### config.mk
export PLATFORM = sky130hd
export DESIGN_NAME = conv_layer
export DESIGN_NICKNAME = d
export VERILOG_FILES = /design/src/rtl/conv_pkg.sv /design/src/rtl/conv_layer.sv /design/src/rtl/conv_node.sv /design/src/rtl/conv_sequencer.sv /design/src/rtl/conv_weight_rom.sv
export SDC_FILE = /design/constraint.sdc
export NUM_CORES = 1
export LEC_CHECK = 0
export ABC_AREA = 0
export BUFFER_PORTS_ARGS = -buffer_cell sky130_fd_sc_hd__buf_4
export CORE_MARGIN = 5
export CORE_UTILIZATION = 60
export DETAILED_ROUTE_END_ITERATION = 7
export GPL_TIMING_DRIVEN = 0
export HOLD_SLACK_MARGIN = 0.03
export PLACE_DENSITY_LB_ADDON = 0.12
export SLEW_MARGIN = 20
export SYNTH_ARGS = -nofsm -noshare
export SYNTH_HDL_FRONTEND = slang
export SYNTH_HIERARCHICAL = 1
export SYNTH_SLANG_ARGS = --single-unit
export TNS_END_PERCENT = 100
### constraint.sdc
create_clock -name clk_i -period 2.3 [get_ports clk_i]
set_clock_uncertainty 0.15 [all_clocks]
set_input_delay 0.115 -clock clk_i [delete_from_list [all_inputs] [get_ports clk_i]]
set_output_delay 0.115 -clock clk_i [all_outputs]
set_load 0.01 [all_outputs]
### src/conv_weights.mem
// taps w00 w01 w10 w11 w20 w21 in row-major order, then the bias; Q8.8 hex
0180
FF40
0040
FE00
0100
00C0
0020

### src/rtl/conv_pkg.sv
`default_nettype none

package conv_pkg;

    // window and kernel geometry
    localparam int INPUT_HEIGHT  = 4;
    localparam int KERNEL_HEIGHT = 3;
    localparam int KERNEL_WIDTH  = 2;
    localparam int WORD_SIZE     = 16;
    localparam int FRAC_BITS     = 8;

    localparam int NUM_TAPS    = KERNEL_HEIGHT * KERNEL_WIDTH;
    localparam int NUM_OUTPUTS = INPUT_HEIGHT - KERNEL_HEIGHT + 1;

    // bias lives right after the last tap
    localparam int ROM_DEPTH = NUM_TAPS + 1;
    localparam int ADDR_W    = $clog2(ROM_DEPTH);
    localparam int ACC_W     = 2 * WORD_SIZE + 4;

    localparam int ROW_W     = $clog2(KERNEL_HEIGHT);
    localparam int COL_W     = $clog2(KERNEL_WIDTH);
    localparam int ROW_IDX_W = $clog2(INPUT_HEIGHT);

    localparam logic [ADDR_W-1:0] BIAS_ADDR = ADDR_W'(NUM_TAPS);
    localparam logic [COL_W-1:0]  COL_LAST  = COL_W'(KERNEL_WIDTH - 1);

    typedef logic signed [WORD_SIZE-1:0] word_t;
    typedef word_t [INPUT_HEIGHT-1:0][KERNEL_WIDTH-1:0] data_in_t;
    typedef word_t [NUM_OUTPUTS-1:0] data_out_t;

    typedef enum logic {
        ST_DONE = 1'b0,
        ST_BUSY = 1'b1
    } conv_state_e;

    // work for one ROM word lined up with the ROM output
    typedef struct packed {
        logic             valid;
        logic             first;
        logic             bias;
        logic [ROW_W-1:0] row;
        logic [COL_W-1:0] col;
    } conv_step_t;

endpackage

`default_nettype wire

### src/rtl/conv_layer.sv
`timescale 1ns/1ns
`default_nettype none

module conv_layer (
    input  logic                clk_i,
    input  logic                reset_i,
    input  logic                start_i,
    input  conv_pkg::data_in_t  data_i,
    output logic                done_o,
    output conv_pkg::data_out_t data_o
);

    logic [conv_pkg::ADDR_W-1:0] rom_addr;
    conv_pkg::word_t             rom_data;
    conv_pkg::conv_step_t        step;

    conv_sequencer u_sequencer (
        .clk_i      (clk_i),
        .reset_i    (reset_i),
        .start_i    (start_i),
        .rom_addr_o (rom_addr),
        .step_o     (step),
        .done_o     (done_o)
    );

    conv_weight_rom u_rom (
        .clk_i  (clk_i),
        .addr_i (rom_addr),
        .data_o (rom_data)
    );

    // one node per output row with shared step and weight
    for (genvar i = 0; i < conv_pkg::NUM_OUTPUTS; i++) begin : g_node
        conv_node #(
            .ROW_INDEX (i)
        ) u_node (
            .clk_i    (clk_i),
            .reset_i  (reset_i),
            .step_i   (step),
            .weight_i (rom_data),
            .data_i   (data_i),
            .result_o (data_o[i])
        );
    end

endmodule

`default_nettype wire

### src/rtl/conv_node.sv
`timescale 1ns/1ns
`default_nettype none

module conv_node #(
    parameter int ROW_INDEX = 0
) (
    input  logic                 clk_i,
    input  logic                 reset_i,
    input  conv_pkg::conv_step_t step_i,
    input  conv_pkg::word_t      weight_i,
    input  conv_pkg::data_in_t   data_i,
    output conv_pkg::word_t      result_o
);

    logic [conv_pkg::ROW_IDX_W:0]            row_base;
    logic [conv_pkg::ROW_IDX_W:0]            sel_row;
    conv_pkg::word_t                         sel_word;
    logic signed [2*conv_pkg::WORD_SIZE-1:0] product;
    logic signed [conv_pkg::ACC_W-1:0]       shifted;
    logic signed [conv_pkg::ACC_W-1:0]       sum;
    logic signed [conv_pkg::ACC_W-1:0]       acc_q;
    logic                                    tap_step;

    assign tap_step = step_i.valid && !step_i.bias;

    // kernel row r of this output covers input row ROW_INDEX + r
    assign row_base = ROW_INDEX[conv_pkg::ROW_IDX_W:0];
    assign sel_row  = row_base
                    + {{(conv_pkg::ROW_IDX_W + 1 - conv_pkg::ROW_W){1'b0}}, step_i.row};
    assign sel_word = data_i[sel_row[conv_pkg::ROW_IDX_W-1:0]][step_i.col];

    // full precision product shifted back to the fixed-point scale
    // signed operands sign-extend to the accumulator width
    assign product = sel_word * weight_i;
    assign shifted = product >>> conv_pkg::FRAC_BITS;

    // on the bias step weight_i carries the bias
    assign sum = acc_q + weight_i;

    always_ff @(posedge clk_i) begin
        if (tap_step) begin
            if (step_i.first)
                acc_q <= shifted;
            else
                acc_q <= acc_q + shifted;
        end
    end

    // wraps to the word size without saturation
    always_ff @(posedge clk_i) begin
        if (reset_i)
            result_o <= '0;
        else if (step_i.valid && step_i.bias)
            result_o <= sum[conv_pkg::WORD_SIZE-1:0];
    end

    // sequencer row plus node offset stays inside the window
    assert property (@(posedge clk_i) disable iff (reset_i)
                     tap_step |-> sel_row < conv_pkg::INPUT_HEIGHT)
        else $error("node %0d selected row %0d", ROW_INDEX, sel_row);

endmodule

`default_nettype wire

### src/rtl/conv_sequencer.sv
`timescale 1ns/1ns
`default_nettype none

module conv_sequencer (
    input  logic                        clk_i,
    input  logic                        reset_i,
    input  logic                        start_i,
    output logic [conv_pkg::ADDR_W-1:0] rom_addr_o,
    output conv_pkg::conv_step_t        step_o,
    output logic                        done_o
);

    conv_pkg::conv_state_e       state_q;
    conv_pkg::conv_state_e       state_d;
    logic [conv_pkg::ADDR_W-1:0] tap_q;
    logic [conv_pkg::ROW_W-1:0]  row_q;
    logic [conv_pkg::COL_W-1:0]  col_q;
    logic                        issue;
    conv_pkg::conv_step_t        step_d;

    // taps first and then the bias word, one address per cycle
    assign issue = (state_q == conv_pkg::ST_BUSY) && (tap_q <= conv_pkg::BIAS_ADDR);
    assign rom_addr_o = issue ? tap_q : '0;

    always_comb begin
        state_d = state_q;
        case (state_q)
            conv_pkg::ST_DONE: begin
                if (start_i)
                    state_d = conv_pkg::ST_BUSY;
            end
            conv_pkg::ST_BUSY: begin
                // leave once the bias word reaches the nodes
                if (step_o.bias)
                    state_d = conv_pkg::ST_DONE;
            end
            default: state_d = conv_pkg::ST_DONE;
        endcase
    end

    always_ff @(posedge clk_i) begin
        if (reset_i)
            state_q <= conv_pkg::ST_DONE;
        else
            state_q <= state_d;
    end

    // tap counter whose column wraps into the row
    always_ff @(posedge clk_i) begin
        if (reset_i || state_q == conv_pkg::ST_DONE) begin
            tap_q <= '0;
            row_q <= '0;
            col_q <= '0;
        end else if (issue) begin
            tap_q <= tap_q + 1'b1;
            if (col_q == conv_pkg::COL_LAST) begin
                col_q <= '0;
                row_q <= row_q + 1'b1;
            end else begin
                col_q <= col_q + 1'b1;
            end
        end
    end

    always_comb begin
        step_d.valid = issue;
        step_d.first = issue && (tap_q == '0);
        step_d.bias  = issue && (tap_q == conv_pkg::BIAS_ADDR);
        step_d.row   = row_q;
        step_d.col   = col_q;
    end

    // delayed by one cycle to meet the ROM data
    always_ff @(posedge clk_i) begin
        if (reset_i)
            step_o <= '0;
        else
            step_o <= step_d;
    end

    assign done_o = (state_q == conv_pkg::ST_DONE);

    // nodes only see work while the layer is busy
    assert property (@(posedge clk_i) disable iff (reset_i) step_o.valid |-> !done_o)
        else $error("step issued while done");

    // bias step finishes the run on the next edge
    assert property (@(posedge clk_i) disable iff (reset_i) step_o.bias |=> done_o)
        else $error("done not raised after bias step");

endmodule

`default_nettype wire

### src/rtl/conv_weight_rom.sv
`timescale 1ns/1ns
`default_nettype none

module conv_weight_rom (
    input  logic                        clk_i,
    input  logic [conv_pkg::ADDR_W-1:0] addr_i,
    output conv_pkg::word_t             data_o
);

    // taps in row-major order, bias in the last entry
    conv_pkg::word_t mem [conv_pkg::ROM_DEPTH];

    initial begin
        $readmemh("/design/src/conv_weights.mem", mem);
    end

    // one cycle read latency
    always_ff @(posedge clk_i) begin
        data_o <= mem[addr_i];
    end

    // sequencer never points past the bias word
    assert property (@(posedge clk_i) addr_i < conv_pkg::ROM_DEPTH)
        else $error("weight ROM address %0d out of range", addr_i);

endmodule

`default_nettype wire

Word-level counts from Yosys, hierarchy flattened
Index checks and enable logic that the tools add are counted.
{ "op_classes": {"add_sub_neg": 8, "mul": 2, "order_cmp": 4, "n_eq_ne": 1, "n_mux": 14, "bitwise_logic": 1, "reduce_logical": 9} }
{ "ops": {"columns": ["cell", "n"], "rows": [
  ["$bmux 32 s2", 2],
  ["$add 36x24->36", 2],
  ["$mux 36", 2],
  ["$mul 16x16->32", 2],
  ["$mux 16", 4],
  ["$mux 32", 2],
  ["$add 16x16->16", 2],
  ["$lt 2x3->1 const B", 2],
  ["$logic_and 1x1->1", 5],
  ["$add 3x1->3 const B", 1],
  ["$eq 3x3->1 const B", 1],
  ["$le 3x3->1 const B", 1],
  ["$logic_not 3->1", 1],
  ["$mux 1", 3],
  ["$add 1x2->2 const A", 1],
  ["$add 2x1->2 const B", 1],
  ["$lt 1x2->1 const B", 1],
  ["$pmux 1 s2", 1],
  ["$reduce_and 2->1", 1],
  ["$add 1x1->1 const B", 1],
  ["$logic_not 1->1", 1],
  ["$logic_or 1x1->1", 1],
  ["$not 1->1", 1]
]} }
{ "word_totals": {"reg_bits": 133, "inputBits": 131, "output_inout_bits": 33, "word_cells": 53} }

Longest topological paths before layout
Gate-level depths: netlist (run 1).
{ "logic_depth": {"ltp_word": 8, "depth_mapped": 38, "depth_no_buf": 35} }

Hierarchy
Netlist (run 1), hierarchy kept.
{ "by_module_without_submodules": {"columns": ["module", "instances", "cells_each", "area_per_inst_um2", "seq_area_each_um2"], "rows": [
  ["conv_node at g_node[0].u_node", 1, 1195, 10983.0, 800.8],
  ["conv_node at g_node[1].u_node", 1, 1214, 10944.2, 800.8],
  ["conv_sequencer", 1, 53, 505.5, 260.2],
  ["conv_weight_rom", 1, 17, 123.9, 0.0]
]} }

Least setup slack after synthesis (run 1)
OpenSTA, ideal clock, no wires.
{ "synth_timing": {"path_type": "flip-flop to flip-flop", "startpoint": "reg u_sequencer/step_o[5] (netlist name)", "endpoint": "reg g_node[0].u_node/acc_q[0] (netlist name), enable pin", "setup_time_ns": 0.390, "arrival_ns": 1.138, "t_required_ns": 1.760, "setup_slack_ns": 0.622, "path_stages_with_launch": 2, "n_path_buf": 0, "synth_period_minus_slack_ns": 1.678, "cell_sequence": "dfxtp_1 > nor2b_1"} }
{ "synth_via": {"elab_chain_len": 1} }
{ "synth_rtl": {"columns": ["element", "line_no", "rtl"], "rows": [
  ["start, declared", "conv_sequencer.sv:9", "output conv_pkg::conv_step_t step_o,"],
  ["start signal, assigned", "conv_sequencer.sv:78", "step_o <= step_d;"],
  ["$logic_and 1x1->1", "conv_node.sv:24", "assign tap_step = step_i.valid && !step_i.bias;"],
  ["named net g_node[0].u_node.tap_step", "conv_node.sv:22", "logic tap_step;"],
  ["end signal, assigned", "conv_node.sv:43", "acc_q <= shifted;"],
  ["end signal, assigned", "conv_node.sv:45", "acc_q <= acc_q + shifted;"],
  ["end, declared", "conv_node.sv:21", "logic signed [conv_pkg::ACC_W-1:0] acc_q;"]
]} }
The timed path passes the listed nets, and every way through them passes these cells.
A chain may end at the register's enable or synchronous reset.

Final worst setup path (run 1)
{ "layout_timing": {"startpoint": "reg u_sequencer/step_o[4] (netlist name)", "endpoint": "reg g_node[0].u_node/acc_q[9] (netlist name), data pin"} }
{ "layout_via": {"elab_chain_len": 1} }
{ "layout_rtl": {"columns": ["element", "line_no", "rtl"], "rows": [
  ["$mux 36", "conv_node.sv:42", "if (step_i.first)"]
]} }
No other way between the ends.

==> results.py, run 1 <==
metrics = {
    "timing": {
        "setup_viol_count_final": 0,
        "hold_viol": 0,
        "layout_setup_ws_ns": 0.3212,
        "worstMarginPinSlew_ns": 1.021,
        "finalCriticalPeriod_ns": 1.979,
        "setup_tns_ns": 0,
        "finalCritPeriodShare": 0.8604,
        "rsz0062_at_grt": "false",
        "relSlewSlack": 0.2997,
        "max_freq_mhz": 505.4,
        "drv_slew": 0,
    },
    "global_routing": {
        "use_met2": 0.5572,
        "grt_max_degree": 17,
        "grt_pass1_vias": 19947,
        "track_usage": 0.3218,
        "use_met1": 0.3914,
        "grt_pass1_wl_um": 104500,
        "antenna_found_initial": 0,
        "gr-total-overflow": 0,
        "grt_busiest_layer": "met2",
        "grt_use_met3": 0.06855,
    },
    "detailed_routing": {
        "dr.pass1.iters": 6,
        "drc": 0,
        "vias": 18028,
        "wl_per_cell_um": 20.29,
        "drt-initial-drc-count": 1226,
        "routed_wl_um": 64630,
        "ant_nets": 0,
        "via_per_inst": 5.659,
    },
    "setup_path": {
        "r2r_cells": 3,
        "path_cells": "buf_1 -> clkbuf_1 -> mux2_2",
        "cp_num_cells": 3,
        "critPathTopFamily": "buffers and inverters",
        "arrival_ns": 1.92,
        "worstPathRequired_ns": 2.24,
        "cp_num_buf_inv": 2,
        "crit_slowest_cell": "clkbuf_1",
        "start_kind": "register",
        "critPathKind": "reg -> reg",
        "critPathMaxFanout": 10,
        "worst_setup_path_end_kind": "register",
        "slowest_delay_ns": 0.50,
    },
    "floorplanning": {
        "fp.dieArea_um2": 41540,
        "rows": 71,
        "die_h_um": 203.8,
        "initial_utilization": 0.6027,
        "core_area_um2": 37400,
        "die_x_um": 203.8,
        "io_pins": 164,
    },
    "place": {
        "place_ws_ns": 0.3462,
        "place_congestion": 0.9456,
        "place.port_buffers": 163,
        "dpl.hpwl_um": 52810,
    },
    "clock_network": {
        "clockBufferDepth": 2,
        "clock_latency_ns": 0.34,
        "htreeDepth": 3,
        "cts.clk_slew.worst_paths_ns": 0.06,
        "cts_resized": 0,
        "clock-sinks": 77,
        "cts-buffers-inserted": 9,
        "cts-root-buf": "clkbuf_16",
        "cts_tree": "done",
    },
    "synthesis": {
        "synth.avg_cell_area_um2": 9.103,
        "syn_area_um2": 22540,
        "syn_inst": 2476,
        "ys_warn_count": 6,
    },
    "cells_and_area": {
        "final_net_count": 3382,
        "layout-drive-gt1-share": 0.1260,
        "num_antenna_cells": 0,
        "area.growth.synth_to_final_pct": 10.25,
    },
    "hold_path": {
        "holdPathStages": 2,
        "min_path_type": "reg -> reg",
    },
    "outcome": {
        "status": "completed",
    },
    "job": {
        "max_cap_violations": 0,
    },
}
==> layout make-up <==
cell class	count	area (um2)
Buffer	113	539.3
Clock buffer	14	305.3
Clock inverter	2	35.03
Fill cell	3055	12550
Inverter	537	2016
Multi-Input combinational cell	1764	18180
Sequential cell	77	1862
Tap cell	511	639.4
Timing Repair Buffer	168	1270
==> metal layers <==
layer / vias to the layer above / wire (um)
met5: - / 0
met4: 0 / 3351
met3: 194 / 5269
met2: 737 / 32020
met1: 9017 / 23990
li1: 8080 / -
==> layout by cell type (no fill, tap or decap), drive strengths merged, types with 4 or more instances in the layout <==
cell and count:
nor3 12, conb 16, and3 21, mux2i 14
o31ai 6, and2 179, o21ai 46, xor2 34
nand2b 28, a31oi 5, fa 376, ha 205
nor2b 40, or3 11, or2 8, a21o 22
nand3 18, a21oi 81, a21boi 4, a211oi 16
o21bai 10, mux2 37, nand3b 9, buf 207
clkbuf 85, edfxtp 32, nand4 6, inv 537
xnor2 91, mux4 59, nor2 77, dfxtp 45
nand2 275, o21a 11, o211ai 4
==> what timing repair did <==
action	in CTS	in global routing
hold buffers	3	0
setup endpoints to repair	0	0
buffers inserted	0	0
hold endpoints to repair	5	0
==> registers in the layout, summed over array words and instances (netlist names) <==
signal / flops
g_node.u_node/acc_q: 32
u_sequencer/tap_q: 3
u_sequencer/col_q: 1
g_node.u_node/result_o: 32
u_sequencer/row_q: 2
u_sequencer/state_q: 1
u_sequencer/step_o: 6
==> stage by stage <==
step | utilization | hold slack, ns | instance area, um2 | cells
after floorplan | - | 0.03169 | 22600 | 2491
after global placement | 0.6540 | 0.1956 | 24460 | 3165
after detailed placement | 0.6544 | 0.2058 | 24470 | 3166
after CTS | 0.6643 | 0.3065 | 24850 | 3185
after global routing | 0.6644 | 0.3245 | 24850 | 3186
final | 0.6644 | 0.3045 | 24850 | 3186
==> final timing paths <==
check / slack (ns) / endpoint / startpoint
worst min register to register: 0.30 / g_node[1].u_node/result_o[14]$_SDFFE_PP0P_ / g_node[1].u_node/result_o[14]$_SDFFE_PP0P_
worst max register to register: 0.32 / g_node[0].u_node/acc_q[9]$_DFFE_PP_ / u_sequencer/step_o[4]$_SDFF_PP0_
worst min-delay path: 0.30 / g_node[1].u_node/result_o[14]$_SDFFE_PP0P_ / g_node[1].u_node/result_o[14]$_SDFFE_PP0P_
worst max-delay path: 0.32 / g_node[0].u_node/acc_q[9]$_DFFE_PP_ / u_sequencer/step_o[4]$_SDFF_PP0_
==> worst register-to-register path, delay by kind of cell (launching register included) <==
kind                   cells  cell delay [ns]
buffers and inverters      2             0.82
DFF                        1             0.34
muxes                      1             0.41
Power of run 1 is not shown: default switching activity piles up to over one toggle a cycle in this logic, so the estimate is an artifact.
==> inputs of run 2 (changes only) <==
--- a/config.mk
+++ b/config.mk
@@ -12,7 +12,7 @@
 export DETAILED_ROUTE_END_ITERATION = 7
 export GPL_TIMING_DRIVEN = 0
 export HOLD_SLACK_MARGIN = 0.03
-export PLACE_DENSITY_LB_ADDON = 0.12
+export PLACE_DENSITY_LB_ADDON = 0.05
 export SLEW_MARGIN = 20
 export SYNTH_ARGS = -nofsm -noshare
 export SYNTH_HDL_FRONTEND = slang
==> results.py, run 2 (same netlist as run 1, synthesis figures left out) <==
metrics = {
    "setup_path": {
        "rrSetupSlack_ns": 0.31,
        "r2r_end": "g_node[1].u_node/acc_q[10]$_DFFE_PP_",
        "r2r_cells": 3,
        "crit_slowest_cell": "clkbuf_1",
        "worst_setup_path_end_kind": "register",
        "path_cells": "buf_1 -> clkbuf_1 -> mux2_2",
        "arrival_ns": 1.93,
        "critPathMaxFanout": 10,
        "critPathKind": "reg -> reg",
        "slowest_delay_ns": 0.45,
        "worstPathRequired_ns": 2.24,
        "rr_startpoint": "u_sequencer/step_o[4]$_SDFF_PP0_",
        "start_kind": "register",
    },
    "timing": {
        "finalCriticalPeriod_ns": 1.987,
        "worstMarginPinSlew_ns": 1.001,
        "drv_slew": 0,
        "hold_ws_ns": 0.3062,
        "max_freq_mhz": 503.4,
        "finalCritPeriodShare": 0.8637,
        "setup_viol_count_final": 0,
        "setup_tns_ns": 0,
        "relSlewSlack": 0.3134,
        "hold_viol": 0,
        "rsz0062_at_grt": "false",
    },
    "clock_network": {
        "cts_tree": "done",
        "clock-sinks": 77,
        "cts_resized": 0,
        "clock_latency_ns": 0.34,
        "cts.clk_slew.worst_paths_ns": 0.06,
        "clockBufferDepth": 2,
        "cts_setup_buffers": 0,
        "htreeDepth": 3,
        "cts-root-buf": "clkbuf_16",
        "cts-buffers-inserted": 9,
    },
    "place": {
        "place.port_buffers": 163,
        "place_congestion": 0.9417,
        "dpl.hpwl_um": 52880,
    },
    "cells_and_area": {
        "largestRegisters": "g_node.u_node/acc_q (32), g_node.u_node/result_o (32), u_sequencer/step_o (6)",
        "final_net_count": 3382,
        "num_antenna_cells": 0,
        "area.growth.synth_to_final_pct": 10.16,
        "final_common_cell": "inv_1",
        "final_cell_mix": "inv_1 (537), fa_1 (376), nand2_1 (275), ha_1 (205), buf_4 (181)",
        "layout-drive-gt1-share": 0.1260,
    },
    "job": {
        "max_cap_violations": 0,
    },
    "detailed_routing": {
        "drc": 0,
        "vias": 17968,
        "wl_per_cell_um": 20.15,
        "dr.pass1.iters": 5,
        "via_per_inst": 5.640,
        "drt-initial-drc-count": 1244,
        "ant_nets": 0,
        "routed_wl_um": 64190,
    },
    "hold_path": {
        "min_to": "g_node[1].u_node/result_o[0]$_SDFFE_PP0P_",
        "min_from": "g_node[1].u_node/result_o[0]$_SDFFE_PP0P_",
        "min_path_type": "reg -> reg",
        "holdPathStages": 2,
    },
    "global_routing": {
        "grt_pass1_vias": 19600,
        "grt_use_met3": 0.04618,
        "use_met1": 0.4080,
        "use_met2": 0.5536,
        "grt_max_degree": 17,
        "grt_busiest_layer": "met2",
        "grt_pass1_wl_um": 103800,
        "gr-total-overflow": 0,
        "antenna_found_initial": 0,
        "track_usage": 0.3198,
    },
    "floorplanning": {
        "initial_utilization": 0.6027,
        "fp.dieArea_um2": 41540,
        "die_h_um": 203.8,
        "rows": 71,
        "io_pins": 164,
        "core_area_um2": 37400,
        "die_x_um": 203.8,
    },
    "outcome": {
        "status": "completed",
    },
}
[run 2: cell types whose count changed in the layout (fill, tap and decap cells not counted), sizes merged]
cell / delta
buf: +1
bufinv: -1
clkbuf: -1
clkinv: +1
[run 2: area by class of cell]
class	instances	area (um2)
Multi-Input combinational cell	1764	18190
Sequential cell	77	1862
Inverter	537	2016
Fill cell	3226	12570
Clock buffer	14	306.5
Buffer	113	539.3
Timing Repair Buffer	168	1270
Tap cell	511	639.4
Clock inverter	2	10.01
[run 2: worst max-delay path by stage]
stage               depth (start not counted)                                    to  slack, ns                        startpoint
finish                                      3  g_node[1].u_node/acc_q[10]$_DFFE_PP_       0.31  u_sequencer/step_o[4]$_SDFF_PP0_
global route                                3  g_node[1].u_node/acc_q[10]$_DFFE_PP_       0.21  u_sequencer/step_o[4]$_SDFF_PP0_
CTS                                         3  g_node[1].u_node/acc_q[10]$_DFFE_PP_       0.32  u_sequencer/step_o[4]$_SDFF_PP0_
detailed placement                          3  g_node[1].u_node/acc_q[10]$_DFFE_PP_       0.34  u_sequencer/step_o[4]$_SDFF_PP0_
global placement                            1  g_node[1].u_node/acc_q[15]$_DFFE_PP_       0.13  u_sequencer/step_o[5]$_SDFF_PP0_
floorplan                                   1   g_node[0].u_node/acc_q[0]$_DFFE_PP_       0.62  u_sequencer/step_o[5]$_SDFF_PP0_
[run 2: worst max-delay path: cells and delay by family, from the launching register on]
family,cells,cell delay (ns)
flops,1,0.33
mux,1,0.40
buf+inv,2,0.86
[run 2: what timing repair did]
action / in CTS / in global routing
hold buffers: 3 / 0
endpoints found under the hold margin: 5 / 0
setup endpoints to repair: 0 / 0
[run 2: layer usage]
metal  up-vias  wire (um)  part of all wire
met5         -          0                 0
met1      9047      25100              0.39
met2       662      31740              0.49
met4         0       3104             0.048
met3       179       4245             0.066
li1       8080          -                 -
[run 2: stage by stage]
step           setup slack (ns)    util  instances  instance area [um2]
2_1_floorplan            0.6219       -       2491                22600
3_5_place_dp             0.3384  0.6545       3167                24480
5_1_grt                  0.2105  0.6639       3186                24830
4_1_cts                  0.3181  0.6638       3186                24830
6_report                 0.3135  0.6639       3186                24830
3_3_place_gp             0.1292  0.6540       3165                24460
Power of run 2 is left out for the same reason.
